### src/hdl/field_pkg.sv
package field_pkg;

    localparam int field_w = 32;

    typedef logic [field_w-1:0] field_t;
    typedef logic [4:0] bit_idx_t;

    localparam field_t field_prime = 32'hFFFF_FFFB;            // 4294967291
    localparam field_t field_inv_exp = field_prime - field_t'(2);  // fermat inverse

    typedef enum logic [1:0] {
        FOP_ADD,
        FOP_SUB,
        FOP_MUL,
        FOP_DIV
    } field_op_e;

endpackage

### src/hdl/point_pkg.sv
package point_pkg;

    typedef enum logic {
        PT_DOUBLE,
        PT_ADD
    } point_op_e;

    typedef enum logic [4:0] {
        S_IDLE,
        S_D1, S_D2, S_D3, S_D4, S_D5, S_D6,
        S_D7, S_D8, S_D9, S_D10, S_D11,
        S_A1, S_A2, S_A3, S_A4, S_A5,
        S_A6, S_A7, S_A8, S_A9,
        S_DONE
    } seq_state_e;

    typedef enum logic [2:0] {
        SRC_X1, SRC_Y1, SRC_X2, SRC_Y2,
        SRC_A, SRC_R1, SRC_R2, SRC_X3
    } opnd_src_e;

    typedef enum logic [2:0] {
        DST_R1, DST_R2, DST_X3, DST_Y3
    } dst_e;

endpackage

### src/hdl/field_op_if.sv
`timescale 1ns/1ps

interface field_op_if;

    logic                 req;
    field_pkg::field_op_e opcode;
    field_pkg::field_t    op_a;
    field_pkg::field_t    op_b;
    logic                 done;     // one-cycle pulse
    field_pkg::field_t    result;

    modport seq (
        output req, opcode, op_a, op_b,
        input  done, result
    );

    modport alu (
        input  req, opcode, op_a, op_b,
        output done, result
    );

endinterface

### src/hdl/point_ctl_if.sv
`timescale 1ns/1ps

interface point_ctl_if;

    logic                 load;
    point_pkg::opnd_src_e src_a;
    point_pkg::opnd_src_e src_b;
    logic                 wr_en;
    point_pkg::dst_e      wr_dst;
    field_pkg::field_t    opnd_a;
    field_pkg::field_t    opnd_b;

    modport seq (output load, src_a, src_b, wr_en, wr_dst, input opnd_a, opnd_b);
    modport regs (input load, src_a, src_b, wr_en, wr_dst, output opnd_a, opnd_b);

endinterface

### src/hdl/bit_counter.sv
`timescale 1ns/1ps

module bit_counter (
    input  logic                i_clk,
    input  logic                i_reset,
    input  logic                i_load,
    input  logic                i_step,
    output field_pkg::bit_idx_t o_idx,
    output logic                o_last
);

    always_ff @(posedge i_clk or posedge i_reset)
    begin
        if (i_reset)
            o_idx <= '0;
        else if (i_load)
            o_idx <= field_pkg::bit_idx_t'(field_pkg::field_w - 1);  // msb first
        else if (i_step && !o_last)
            o_idx <= o_idx - 1'b1;                                   // parks at 0
    end

    assign o_last = (o_idx == '0);

endmodule

### src/hdl/ec_point_unit.sv
`timescale 1ns/1ps

module ec_point_unit (
    input  logic                 i_clk,
    input  logic                 i_reset,
    input  logic                 i_start,
    input  point_pkg::point_op_e i_point_op,
    input  field_pkg::field_t    i_x1,
    input  field_pkg::field_t    i_y1,
    input  field_pkg::field_t    i_x2,
    input  field_pkg::field_t    i_y2,
    input  field_pkg::field_t    i_a,
    output logic                 o_busy,
    output logic                 o_done,
    output field_pkg::field_t    o_x3,
    output field_pkg::field_t    o_y3
);

    field_op_if  fop_if ();
    point_ctl_if ctl_if ();

    point_seq_fsm point_seq_fsm_i (
        .i_clk,
        .i_reset,
        .i_start,
        .i_point_op,
        .o_busy,
        .o_done,
        .fop (fop_if.seq),
        .ctl (ctl_if.seq)
    );

    point_regs point_regs_i (
        .i_clk,
        .i_reset,
        .i_x1,
        .i_y1,
        .i_x2,
        .i_y2,
        .i_a,
        .i_result (fop_if.result),
        .ctl      (ctl_if.regs),
        .o_x3,
        .o_y3
    );

    field_alu field_alu_i (
        .i_clk,
        .i_reset,
        .alu (fop_if.alu)
    );

endmodule

### src/hdl/field_alu.sv
`timescale 1ns/1ps

module field_alu (
    input  logic   i_clk,
    input  logic   i_reset,
    field_op_if.alu alu
);

    typedef enum logic [2:0] {PH_IDLE, PH_MUL, PH_SQR, PH_EXPM, PH_FMUL} phase_e;

    phase_e              phase, phase_n;
    field_pkg::field_t   acc, mcand, mplier, base, numer;
    field_pkg::field_t   acc_dbl, acc_next, ld_a, ld_b, fin_val;
    field_pkg::bit_idx_t mul_idx, exp_idx;
    logic                mul_last, exp_last, mul_load, mul_run;
    logic                exp_load, exp_step, exp_bit, accept, fin;

    function automatic field_pkg::field_t mod_add(input field_pkg::field_t a,
                                                  input field_pkg::field_t b);
        logic [field_pkg::field_w:0] s;
        s = {1'b0, a} + {1'b0, b};
        if (s >= {1'b0, field_pkg::field_prime})
            s = s - {1'b0, field_pkg::field_prime};
        return s[field_pkg::field_w-1:0];
    endfunction

    function automatic field_pkg::field_t mod_sub(input field_pkg::field_t a,
                                                  input field_pkg::field_t b);
        logic [field_pkg::field_w:0] d;
        d = {1'b0, a} - {1'b0, b};
        if (d[field_pkg::field_w])
            d = d + {1'b0, field_pkg::field_prime};  // borrow, fold back
        return d[field_pkg::field_w-1:0];
    endfunction

    bit_counter mul_cnt_i (.i_clk, .i_reset, .i_load(mul_load), .i_step(mul_run),
                           .o_idx(mul_idx), .o_last(mul_last));
    bit_counter exp_cnt_i (.i_clk, .i_reset, .i_load(exp_load), .i_step(exp_step),
                           .o_idx(exp_idx), .o_last(exp_last));

    assign accept   = (phase == PH_IDLE) && alu.req && !alu.done;
    assign mul_run  = (phase != PH_IDLE);
    assign exp_bit  = field_pkg::field_inv_exp[exp_idx];
    assign acc_dbl  = mod_add(acc, acc);
    assign acc_next = mplier[mul_idx] ? mod_add(acc_dbl, mcand) : acc_dbl;

    always_comb
    begin
        phase_n  = phase;
        mul_load = 1'b0;
        exp_load = 1'b0;
        exp_step = 1'b0;
        ld_a     = acc_next;
        ld_b     = acc_next;
        fin      = 1'b0;
        fin_val  = acc_next;
        case (phase)
            PH_IDLE:
                if (accept)
                begin
                    case (alu.opcode)
                        field_pkg::FOP_ADD:
                        begin
                            fin     = 1'b1;
                            fin_val = mod_add(alu.op_a, alu.op_b);
                        end
                        field_pkg::FOP_SUB:
                        begin
                            fin     = 1'b1;
                            fin_val = mod_sub(alu.op_a, alu.op_b);
                        end
                        field_pkg::FOP_MUL:
                        begin
                            mul_load = 1'b1;
                            ld_a     = alu.op_a;
                            ld_b     = alu.op_b;
                            phase_n  = PH_MUL;
                        end
                        field_pkg::FOP_DIV:
                        begin
                            mul_load = 1'b1;
                            exp_load = 1'b1;
                            ld_a     = field_pkg::field_t'(1);  // y = 1, squared first
                            ld_b     = field_pkg::field_t'(1);
                            phase_n  = PH_SQR;
                        end
                    endcase
                end
            PH_MUL, PH_FMUL:
                if (mul_last)
                begin
                    fin     = 1'b1;
                    phase_n = PH_IDLE;
                end
            PH_SQR:
                if (mul_last)
                begin
                    mul_load = 1'b1;
                    if (exp_bit)
                    begin
                        ld_b    = base;
                        phase_n = PH_EXPM;
                    end
                    else if (exp_last)
                    begin
                        ld_b    = numer;
                        phase_n = PH_FMUL;
                    end
                    else
                        exp_step = 1'b1;
                end
            PH_EXPM:
                if (mul_last)
                begin
                    mul_load = 1'b1;
                    if (exp_last)
                    begin
                        ld_b    = numer;  // a * b^(p-2)
                        phase_n = PH_FMUL;
                    end
                    else
                    begin
                        exp_step = 1'b1;
                        phase_n  = PH_SQR;
                    end
                end
            default:
                phase_n = PH_IDLE;
        endcase
    end

    always_ff @(posedge i_clk or posedge i_reset)
    begin
        if (i_reset)
        begin
            phase    <= PH_IDLE;
            alu.done <= 1'b0;
        end
        else
        begin
            phase    <= phase_n;
            alu.done <= fin;
        end
    end

    always_ff @(posedge i_clk)
    begin
        if (accept)
        begin
            base  <= alu.op_b;
            numer <= alu.op_a;
        end
        if (mul_load)
        begin
            mcand  <= ld_a;
            mplier <= ld_b;
            acc    <= '0;
        end
        else if (mul_run)
            acc <= acc_next;
        if (fin)
            alu.result <= fin_val;
    end

    a_result_reduced: assert property (@(posedge i_clk) disable iff (i_reset)
        alu.done |-> (alu.result < field_pkg::field_prime));

endmodule

### src/hdl/point_regs.sv
`timescale 1ns/1ps

module point_regs (
    input  logic              i_clk,
    input  logic              i_reset,
    input  field_pkg::field_t i_x1,
    input  field_pkg::field_t i_y1,
    input  field_pkg::field_t i_x2,
    input  field_pkg::field_t i_y2,
    input  field_pkg::field_t i_a,
    input  field_pkg::field_t i_result,
    point_ctl_if.regs         ctl,
    output field_pkg::field_t o_x3,
    output field_pkg::field_t o_y3
);

    field_pkg::field_t x1, y1, x2, y2, a, r1, r2, x3, y3;

    function automatic field_pkg::field_t pick(input point_pkg::opnd_src_e src);
        case (src)
            point_pkg::SRC_X1: pick = x1;
            point_pkg::SRC_Y1: pick = y1;
            point_pkg::SRC_X2: pick = x2;
            point_pkg::SRC_Y2: pick = y2;
            point_pkg::SRC_A:  pick = a;
            point_pkg::SRC_R1: pick = r1;
            point_pkg::SRC_R2: pick = r2;
            point_pkg::SRC_X3: pick = x3;
            default:           pick = '0;
        endcase
    endfunction

    always_ff @(posedge i_clk)
    begin
        if (ctl.load)
        begin
            x1 <= i_x1;
            y1 <= i_y1;
            x2 <= i_x2;
            y2 <= i_y2;
            a  <= i_a;
        end
        if (ctl.wr_en && ctl.wr_dst == point_pkg::DST_R1)
            r1 <= i_result;
        if (ctl.wr_en && ctl.wr_dst == point_pkg::DST_R2)
            r2 <= i_result;
    end

    // x3 doubles as scratch during doubling
    always_ff @(posedge i_clk or posedge i_reset)
    begin
        if (i_reset)
        begin
            x3 <= '0;
            y3 <= '0;
        end
        else
        begin
            if (ctl.wr_en && ctl.wr_dst == point_pkg::DST_X3)
                x3 <= i_result;
            if (ctl.wr_en && ctl.wr_dst == point_pkg::DST_Y3)
                y3 <= i_result;
        end
    end

    always_comb
    begin
        ctl.opnd_a = pick(ctl.src_a);
        ctl.opnd_b = pick(ctl.src_b);
    end

    assign o_x3 = x3;
    assign o_y3 = y3;

endmodule

### src/hdl/point_seq_fsm.sv
`timescale 1ns/1ps

module point_seq_fsm (
    input  logic                 i_clk,
    input  logic                 i_reset,
    input  logic                 i_start,
    input  point_pkg::point_op_e i_point_op,
    output logic                 o_busy,
    output logic                 o_done,
    field_op_if.seq              fop,
    point_ctl_if.seq             ctl
);

    typedef struct packed {
        field_pkg::field_op_e  op;
        point_pkg::opnd_src_e  src_a;
        point_pkg::opnd_src_e  src_b;
        point_pkg::dst_e       dst;
        point_pkg::seq_state_e nxt;
    } step_t;

    point_pkg::seq_state_e state;
    step_t                 stp;
    logic                  req_q, accept;

    function automatic step_t mk(input field_pkg::field_op_e op,
                                 input point_pkg::opnd_src_e a,
                                 input point_pkg::opnd_src_e b,
                                 input point_pkg::dst_e d,
                                 input point_pkg::seq_state_e n);
        return '{op: op, src_a: a, src_b: b, dst: d, nxt: n};
    endfunction

    // doubling keeps 2*x1 in x3 until the slope is known
    always_comb
    begin
        case (state)
            point_pkg::S_D1:
                stp = mk(field_pkg::FOP_ADD, point_pkg::SRC_X1, point_pkg::SRC_X1,
                         point_pkg::DST_X3, point_pkg::S_D2);
            point_pkg::S_D2:
                stp = mk(field_pkg::FOP_ADD, point_pkg::SRC_X3, point_pkg::SRC_X1,
                         point_pkg::DST_R1, point_pkg::S_D3);
            point_pkg::S_D3:
                stp = mk(field_pkg::FOP_MUL, point_pkg::SRC_R1, point_pkg::SRC_X1,
                         point_pkg::DST_R1, point_pkg::S_D4);  // 3*x1^2
            point_pkg::S_D4:
                stp = mk(field_pkg::FOP_ADD, point_pkg::SRC_R1, point_pkg::SRC_A,
                         point_pkg::DST_R1, point_pkg::S_D5);
            point_pkg::S_D5:
                stp = mk(field_pkg::FOP_ADD, point_pkg::SRC_Y1, point_pkg::SRC_Y1,
                         point_pkg::DST_R2, point_pkg::S_D6);
            point_pkg::S_D6:
                stp = mk(field_pkg::FOP_DIV, point_pkg::SRC_R1, point_pkg::SRC_R2,
                         point_pkg::DST_R1, point_pkg::S_D7);  // slope
            point_pkg::S_D7:
                stp = mk(field_pkg::FOP_MUL, point_pkg::SRC_R1, point_pkg::SRC_R1,
                         point_pkg::DST_R2, point_pkg::S_D8);
            point_pkg::S_D8:
                stp = mk(field_pkg::FOP_SUB, point_pkg::SRC_R2, point_pkg::SRC_X3,
                         point_pkg::DST_X3, point_pkg::S_D9);
            point_pkg::S_D9:
                stp = mk(field_pkg::FOP_SUB, point_pkg::SRC_X1, point_pkg::SRC_X3,
                         point_pkg::DST_R2, point_pkg::S_D10);
            point_pkg::S_D10:
                stp = mk(field_pkg::FOP_MUL, point_pkg::SRC_R1, point_pkg::SRC_R2,
                         point_pkg::DST_R2, point_pkg::S_D11);
            point_pkg::S_D11:
                stp = mk(field_pkg::FOP_SUB, point_pkg::SRC_R2, point_pkg::SRC_Y1,
                         point_pkg::DST_Y3, point_pkg::S_DONE);
            point_pkg::S_A1:
                stp = mk(field_pkg::FOP_SUB, point_pkg::SRC_X2, point_pkg::SRC_X1,
                         point_pkg::DST_R1, point_pkg::S_A2);
            point_pkg::S_A2:
                stp = mk(field_pkg::FOP_SUB, point_pkg::SRC_Y2, point_pkg::SRC_Y1,
                         point_pkg::DST_R2, point_pkg::S_A3);
            point_pkg::S_A3:
                stp = mk(field_pkg::FOP_DIV, point_pkg::SRC_R2, point_pkg::SRC_R1,
                         point_pkg::DST_R1, point_pkg::S_A4);  // slope
            point_pkg::S_A4:
                stp = mk(field_pkg::FOP_MUL, point_pkg::SRC_R1, point_pkg::SRC_R1,
                         point_pkg::DST_R2, point_pkg::S_A5);
            point_pkg::S_A5:
                stp = mk(field_pkg::FOP_SUB, point_pkg::SRC_R2, point_pkg::SRC_X1,
                         point_pkg::DST_R2, point_pkg::S_A6);
            point_pkg::S_A6:
                stp = mk(field_pkg::FOP_SUB, point_pkg::SRC_R2, point_pkg::SRC_X2,
                         point_pkg::DST_X3, point_pkg::S_A7);
            point_pkg::S_A7:
                stp = mk(field_pkg::FOP_SUB, point_pkg::SRC_X1, point_pkg::SRC_X3,
                         point_pkg::DST_R2, point_pkg::S_A8);
            point_pkg::S_A8:
                stp = mk(field_pkg::FOP_MUL, point_pkg::SRC_R1, point_pkg::SRC_R2,
                         point_pkg::DST_R2, point_pkg::S_A9);
            point_pkg::S_A9:
                stp = mk(field_pkg::FOP_SUB, point_pkg::SRC_R2, point_pkg::SRC_Y1,
                         point_pkg::DST_Y3, point_pkg::S_DONE);
            default:
                stp = mk(field_pkg::FOP_ADD, point_pkg::SRC_X1, point_pkg::SRC_X1,
                         point_pkg::DST_R1, point_pkg::S_IDLE);
        endcase
    end

    assign o_busy = (state != point_pkg::S_IDLE) && (state != point_pkg::S_DONE);
    assign o_done = (state == point_pkg::S_DONE);
    assign accept = i_start && !o_busy;

    always_ff @(posedge i_clk or posedge i_reset)
    begin
        if (i_reset)
        begin
            state <= point_pkg::S_IDLE;
            req_q <= 1'b0;
        end
        else if (accept)
            state <= (i_point_op == point_pkg::PT_DOUBLE) ? point_pkg::S_D1 : point_pkg::S_A1;
        else if (o_done)
            state <= point_pkg::S_IDLE;
        else if (o_busy)
        begin
            if (fop.done)
            begin
                state <= stp.nxt;
                req_q <= 1'b0;  // one idle cycle between steps
            end
            else
                req_q <= 1'b1;
        end
    end

    assign fop.req    = req_q;
    assign fop.opcode = stp.op;
    assign fop.op_a   = ctl.opnd_a;
    assign fop.op_b   = ctl.opnd_b;

    assign ctl.load   = accept;
    assign ctl.src_a  = stp.src_a;
    assign ctl.src_b  = stp.src_b;
    assign ctl.wr_en  = req_q && fop.done;
    assign ctl.wr_dst = stp.dst;

    a_req_held: assert property (@(posedge i_clk) disable iff (i_reset)
        fop.req && !fop.done |=> fop.req && $stable(fop.opcode)
            && $stable(fop.op_a) && $stable(fop.op_b));

endmodule

### config.mk
export PLATFORM = sky130hd
export DESIGN_NAME = ec_point_unit
export DESIGN_NICKNAME = d
export VERILOG_FILES = /design/src/hdl/field_pkg.sv /design/src/hdl/point_pkg.sv /design/src/hdl/field_op_if.sv /design/src/hdl/point_ctl_if.sv /design/src/hdl/bit_counter.sv /design/src/hdl/ec_point_unit.sv /design/src/hdl/field_alu.sv /design/src/hdl/point_regs.sv /design/src/hdl/point_seq_fsm.sv
export SDC_FILE = /design/constraint.sdc
export NUM_CORES = 1
export LEC_CHECK = 0
export ABC_AREA = 1
export BUFFER_PORTS_ARGS = -buffer_cell sky130_fd_sc_hd__buf_2
export CAP_MARGIN = 40
export CORE_MARGIN = 8
export CORE_UTILIZATION = 40
export CTS_CLUSTER_DIAMETER = 80
export DETAILED_ROUTE_END_ITERATION = 10
export PLACE_DENSITY = 0.61
export SYNTH_ARGS = -nofsm -noshare
export SYNTH_HDL_FRONTEND = slang
export SYNTH_SLANG_ARGS = --single-unit
### constraint.sdc
create_clock -name i_clk -period 7.5 [get_ports i_clk]
set_input_delay 0.75 -clock i_clk [delete_from_list [all_inputs] [get_ports i_clk]]
set_output_delay 0.75 -clock i_clk [all_outputs]
set_load 0.01 [all_outputs]
==> impl_metrics.csv <==
group,metric,value,unit
critical_path,cp_max_fo,24,
clocking,clkLatencyLatePin,0.68,ns
sta,period_minus_slack,7.13,ns
global_route,grt_pass1_wl,226000,um
synthesis,syn_nets,4697,
sta,fmax,140,MHz
critical_path,r2r_end,"field_alu_i.alu.result[7]",
floorplan,pin_count,230,
critical_path,critPathSlowestCell,"o21ai_0",
floorplan,die_h,308,um
critical_path,crit_type,"reg -> reg",
synthesis,synth_top_family_by_area,"simple AND/OR/NAND/NOR gates",
clocking,clock-root-buffer,"clkbuf_16",
clocking,cts_hold_buf,0,
place,gp_congestion,1.04,
synthesis,ys_types,77,
global_route,gr-total-overflow,0,
layout,nets,5109,
synthesis,synthMuxAreaShare,0.0329,%
place,dp_hpwl,125000,um
synthesis,synth_area,0.0342,sq mm
critical_path,critPathCaptureType,"flip-flop",
route,ant_nets,0,
status,status,"finished, final reports clean",
global_route,grt_pass1_vias,32929,
layout,syn_to_final_growth,18.7,%
route,vias,34996,
global_route,track_usage,32.0,%
synthesis,synthAdderAreaFrac,4.16,%
critical_path,rr_startpoint,"field_alu_i.acc[18]",
layout,multi_input_area,0.0169,sq mm
sta,finalHoldViolations,0,
synthesis,synth-compound-area-share,15.7,%
synthesis,synth_seq_cells,500,
critical_path,max_stage_delay,0.43,ns
synthesis,synth_edf_count,384,
synthesis,async_reset_ff_share,16.8,%
route,wl,157000,um
synthesis,ys_warn_count,0,
synthesis,ys.flop_type,"edfxtp_1",
layout,fillers,8496,
clocking,htree_levels,2,
route,wire_per_inst,26.0,um
floorplan,core-area,0.0849,sq mm
sta,tightest_slew,0.943,ns
floorplan,fp.dieW,308,um
critical_path,cpMostUsedCell,"nand2_1",
floorplan,die_area,0.0951,sq mm
critical_path,r2r_setup_slack,0.37,ns
sta,rsz0062_at_grt,"no",
route,drc_errors,0,
critical_path,critPathLaunchType,"flip-flop",
clocking,path_clk_slew,0.07,ns
hold_path,hold_class,"in -> async",
clocking,cts_tree,"done",
floorplan,start_util,40.3,%
global_route,grt_max_degree,83,
critical_path,ff2ff_path_depth,38,
sta,slew_headroom,37.1,%
route,viasPerCell,5.80,
route,dr.pass1.iters,9,
clocking,clock-sinks,500,
global_route,antenna_found_initial,6,
synthesis,synth-xor-area-share,3.80,%
sta,finalCritPeriodShare,95.1,%
sta,setup_violations,0,
run,drv_cap,0,
clocking,clk_path_buf_depth,3,
clocking,numCtsBuffers,61,
layout,seq_area,0.0143,sq mm
sta,finalMaxSlewViolations,0,
synthesis,ys_seq_area_share,41.7,%
place,port_buffers,229,
layout,postLayoutCoreUtil,47.8,%
critical_path,critPathArrivalTime,7.52,ns
sta,tns,0,ns
critical_path,required,7.89,ns
floorplan,num_rows,107,
route,drtIter0Drc,4839,
sta,skew,0.0472,ns
synthesis,synthSimpleGateAreaFrac,25.2,%
synthesis,synth_cells,4421,
layout,drive_gt1_share,16.1,%
synthesis,syn_area_per_cell,7.73,sq um
## routing by layer
layer,share of wire (%),global-route usage (%),vias to the layer above
met5,0.032,0,-
met3,11,6.94,419
li1,-,-,15799
met1,39,42.1,16617
met4,6.2,16.3,8
met2,44,49.3,2153
## logic make-up (layout without fill, tap and decap cells)
family | count (synthesis) | count (layout)
other | 0 | 2
AOI/OAI and AO/OA | 903 | 903
buffers and inverters | 816 | 1280
muxes | 1 | 1
DFF | 500 | 500
and+or+nand+nor | 1946 | 1946
adders and majority gates | 112 | 112
xor gates and xnor gates | 143 | 143
## critical path: cells and delay by family (launching register included)
| family | cells | cell delay, ns |
|---|---|---|
| AOI/OAI and AO/OA | 5 | 1.23 |
| DFF | 1 | 0.42 |
| buffers and inverters | 6 | 0.84 |
| adders and majority gates | 1 | 0.34 |
| and+or+nand+nor | 24 | 3.50 |
| xor gates and xnor gates | 2 | 0.53 |
## cell usage in the layout (no fill, tap or decap), types with 18 or more instances in the layout
| cell | instances |
|---|---|
| a31oi_1 | 45 |
| nand2_1 | 975 |
| o22ai_1 | 59 |
| inv_1 | 615 |
| buf_2 | 229 |
| nor3_1 | 52 |
| edfxtp_1 | 384 |
| clkbuf_16 | 62 |
| a22oi_1 | 20 |
| buf_4 | 275 |
| inv_2 | 19 |
| nand3_2 | 20 |
| xnor2_1 | 20 |
| clkinv_1 | 19 |
| xor2_1 | 118 |
| o21ai_1 | 30 |
| nand4_1 | 75 |
| o211ai_1 | 24 |
| dfrtp_1 | 84 |
| nand3_1 | 331 |
| nor2_4 | 18 |
| o21ai_0 | 352 |
| a21oi_1 | 199 |
| nor2_1 | 349 |
| ha_1 | 109 |
| nor2_2 | 23 |
| a221oi_1 | 85 |
| nand2_2 | 40 |
| dfxtp_1 | 32 |
## worst max path at each step
stage                                  to  slack [ns]  depth (start not counted)                startpoint
6_report        field_alu_i.alu.result[7]        0.37                         38       field_alu_i.acc[18]
3_5_place_dp    field_alu_i.alu.result[9]       -0.29                         36        field_alu_i.acc[2]
5_1_grt         field_alu_i.alu.result[7]        0.02                         36       field_alu_i.acc[20]
3_3_place_gp    field_alu_i.alu.result[9]       -0.27                         36        field_alu_i.acc[2]
4_1_cts         field_alu_i.alu.result[9]        0.02                         36        field_alu_i.acc[2]
2_1_floorplan  field_alu_i.alu.result[28]        1.80                         39  point_seq_fsm_i.state[1]
## repair_timing
item / CTS / global route
pin swaps: 0 / 3
cloned: 0 / 0
gates resized for setup: 2 / 13
setup buffers: 0 / 3
setup endpoints to repair: 29 / 128
hold endpoints to repair: 0 / 0
## cells in the mapped netlist (all sizes together) (3+ instances only)
cell type	count	area [sq um]
nand4	78	507
a211oi	4	30.0
nand3b	12	90.1
fa	3	60.1
o221ai	3	26.3
edfxtp	384	11500
a22oi	20	150
dfxtp	32	641
dfrtp	84	2100
and2	3	18.8
o21ai	384	1930
xnor2	20	175
a31oi	46	288
nand3	351	1840
nand2	1025	4030
a21boi	11	86.3
nor3	58	295
clkinv	9	33.8
ha	109	1360
a41oi	5	43.8
o2111ai	11	96.3
a22o	4	35.0
a21oi	204	1040
a221oi	86	753
a21o	11	82.6
buf	36	245
inv	640	2410
o21bai	11	86.3
nor2	392	1660
xor2	123	1120
nor4	15	93.8
o211ai	25	193
clkbuf	130	489
o22ai	59	369
o21a	7	52.6
or2	8	50.1
## through the flow
stage | hold WS, ns | worst slack [ns] | std cells | area (sq um)
2_1_floorplan | 0.445 | 1.80 | 4421 | 34200
3_3_place_gp | 0.459 | -0.269 | 5905 | 38300
3_5_place_dp | 0.472 | -0.293 | 5911 | 38400
4_1_cts | 0.0454 | 0.0187 | 6026 | 40500
5_1_grt | 0.0773 | 0.0249 | 6029 | 40600
6_report | 0.0489 | 0.370 | 6031 | 40600
## layout make-up
| cell class | instances | area share, % |
|---|---|---|
| Antenna cell | 2 | 0.0123 |
| Inverter | 650 | 6.09 |
| Timing Repair Buffer | 515 | 8.47 |
| Clock inverter | 38 | 0.984 |
| Clock buffer | 77 | 4.11 |
| Tap cell | 1144 | 3.53 |
| Sequential cell | 500 | 35.2 |
| Multi-Input combinational cell | 3105 | 41.6 |
Power is not shown: default switching activity piles up to over one toggle a cycle in this logic, so the estimate is an artifact.
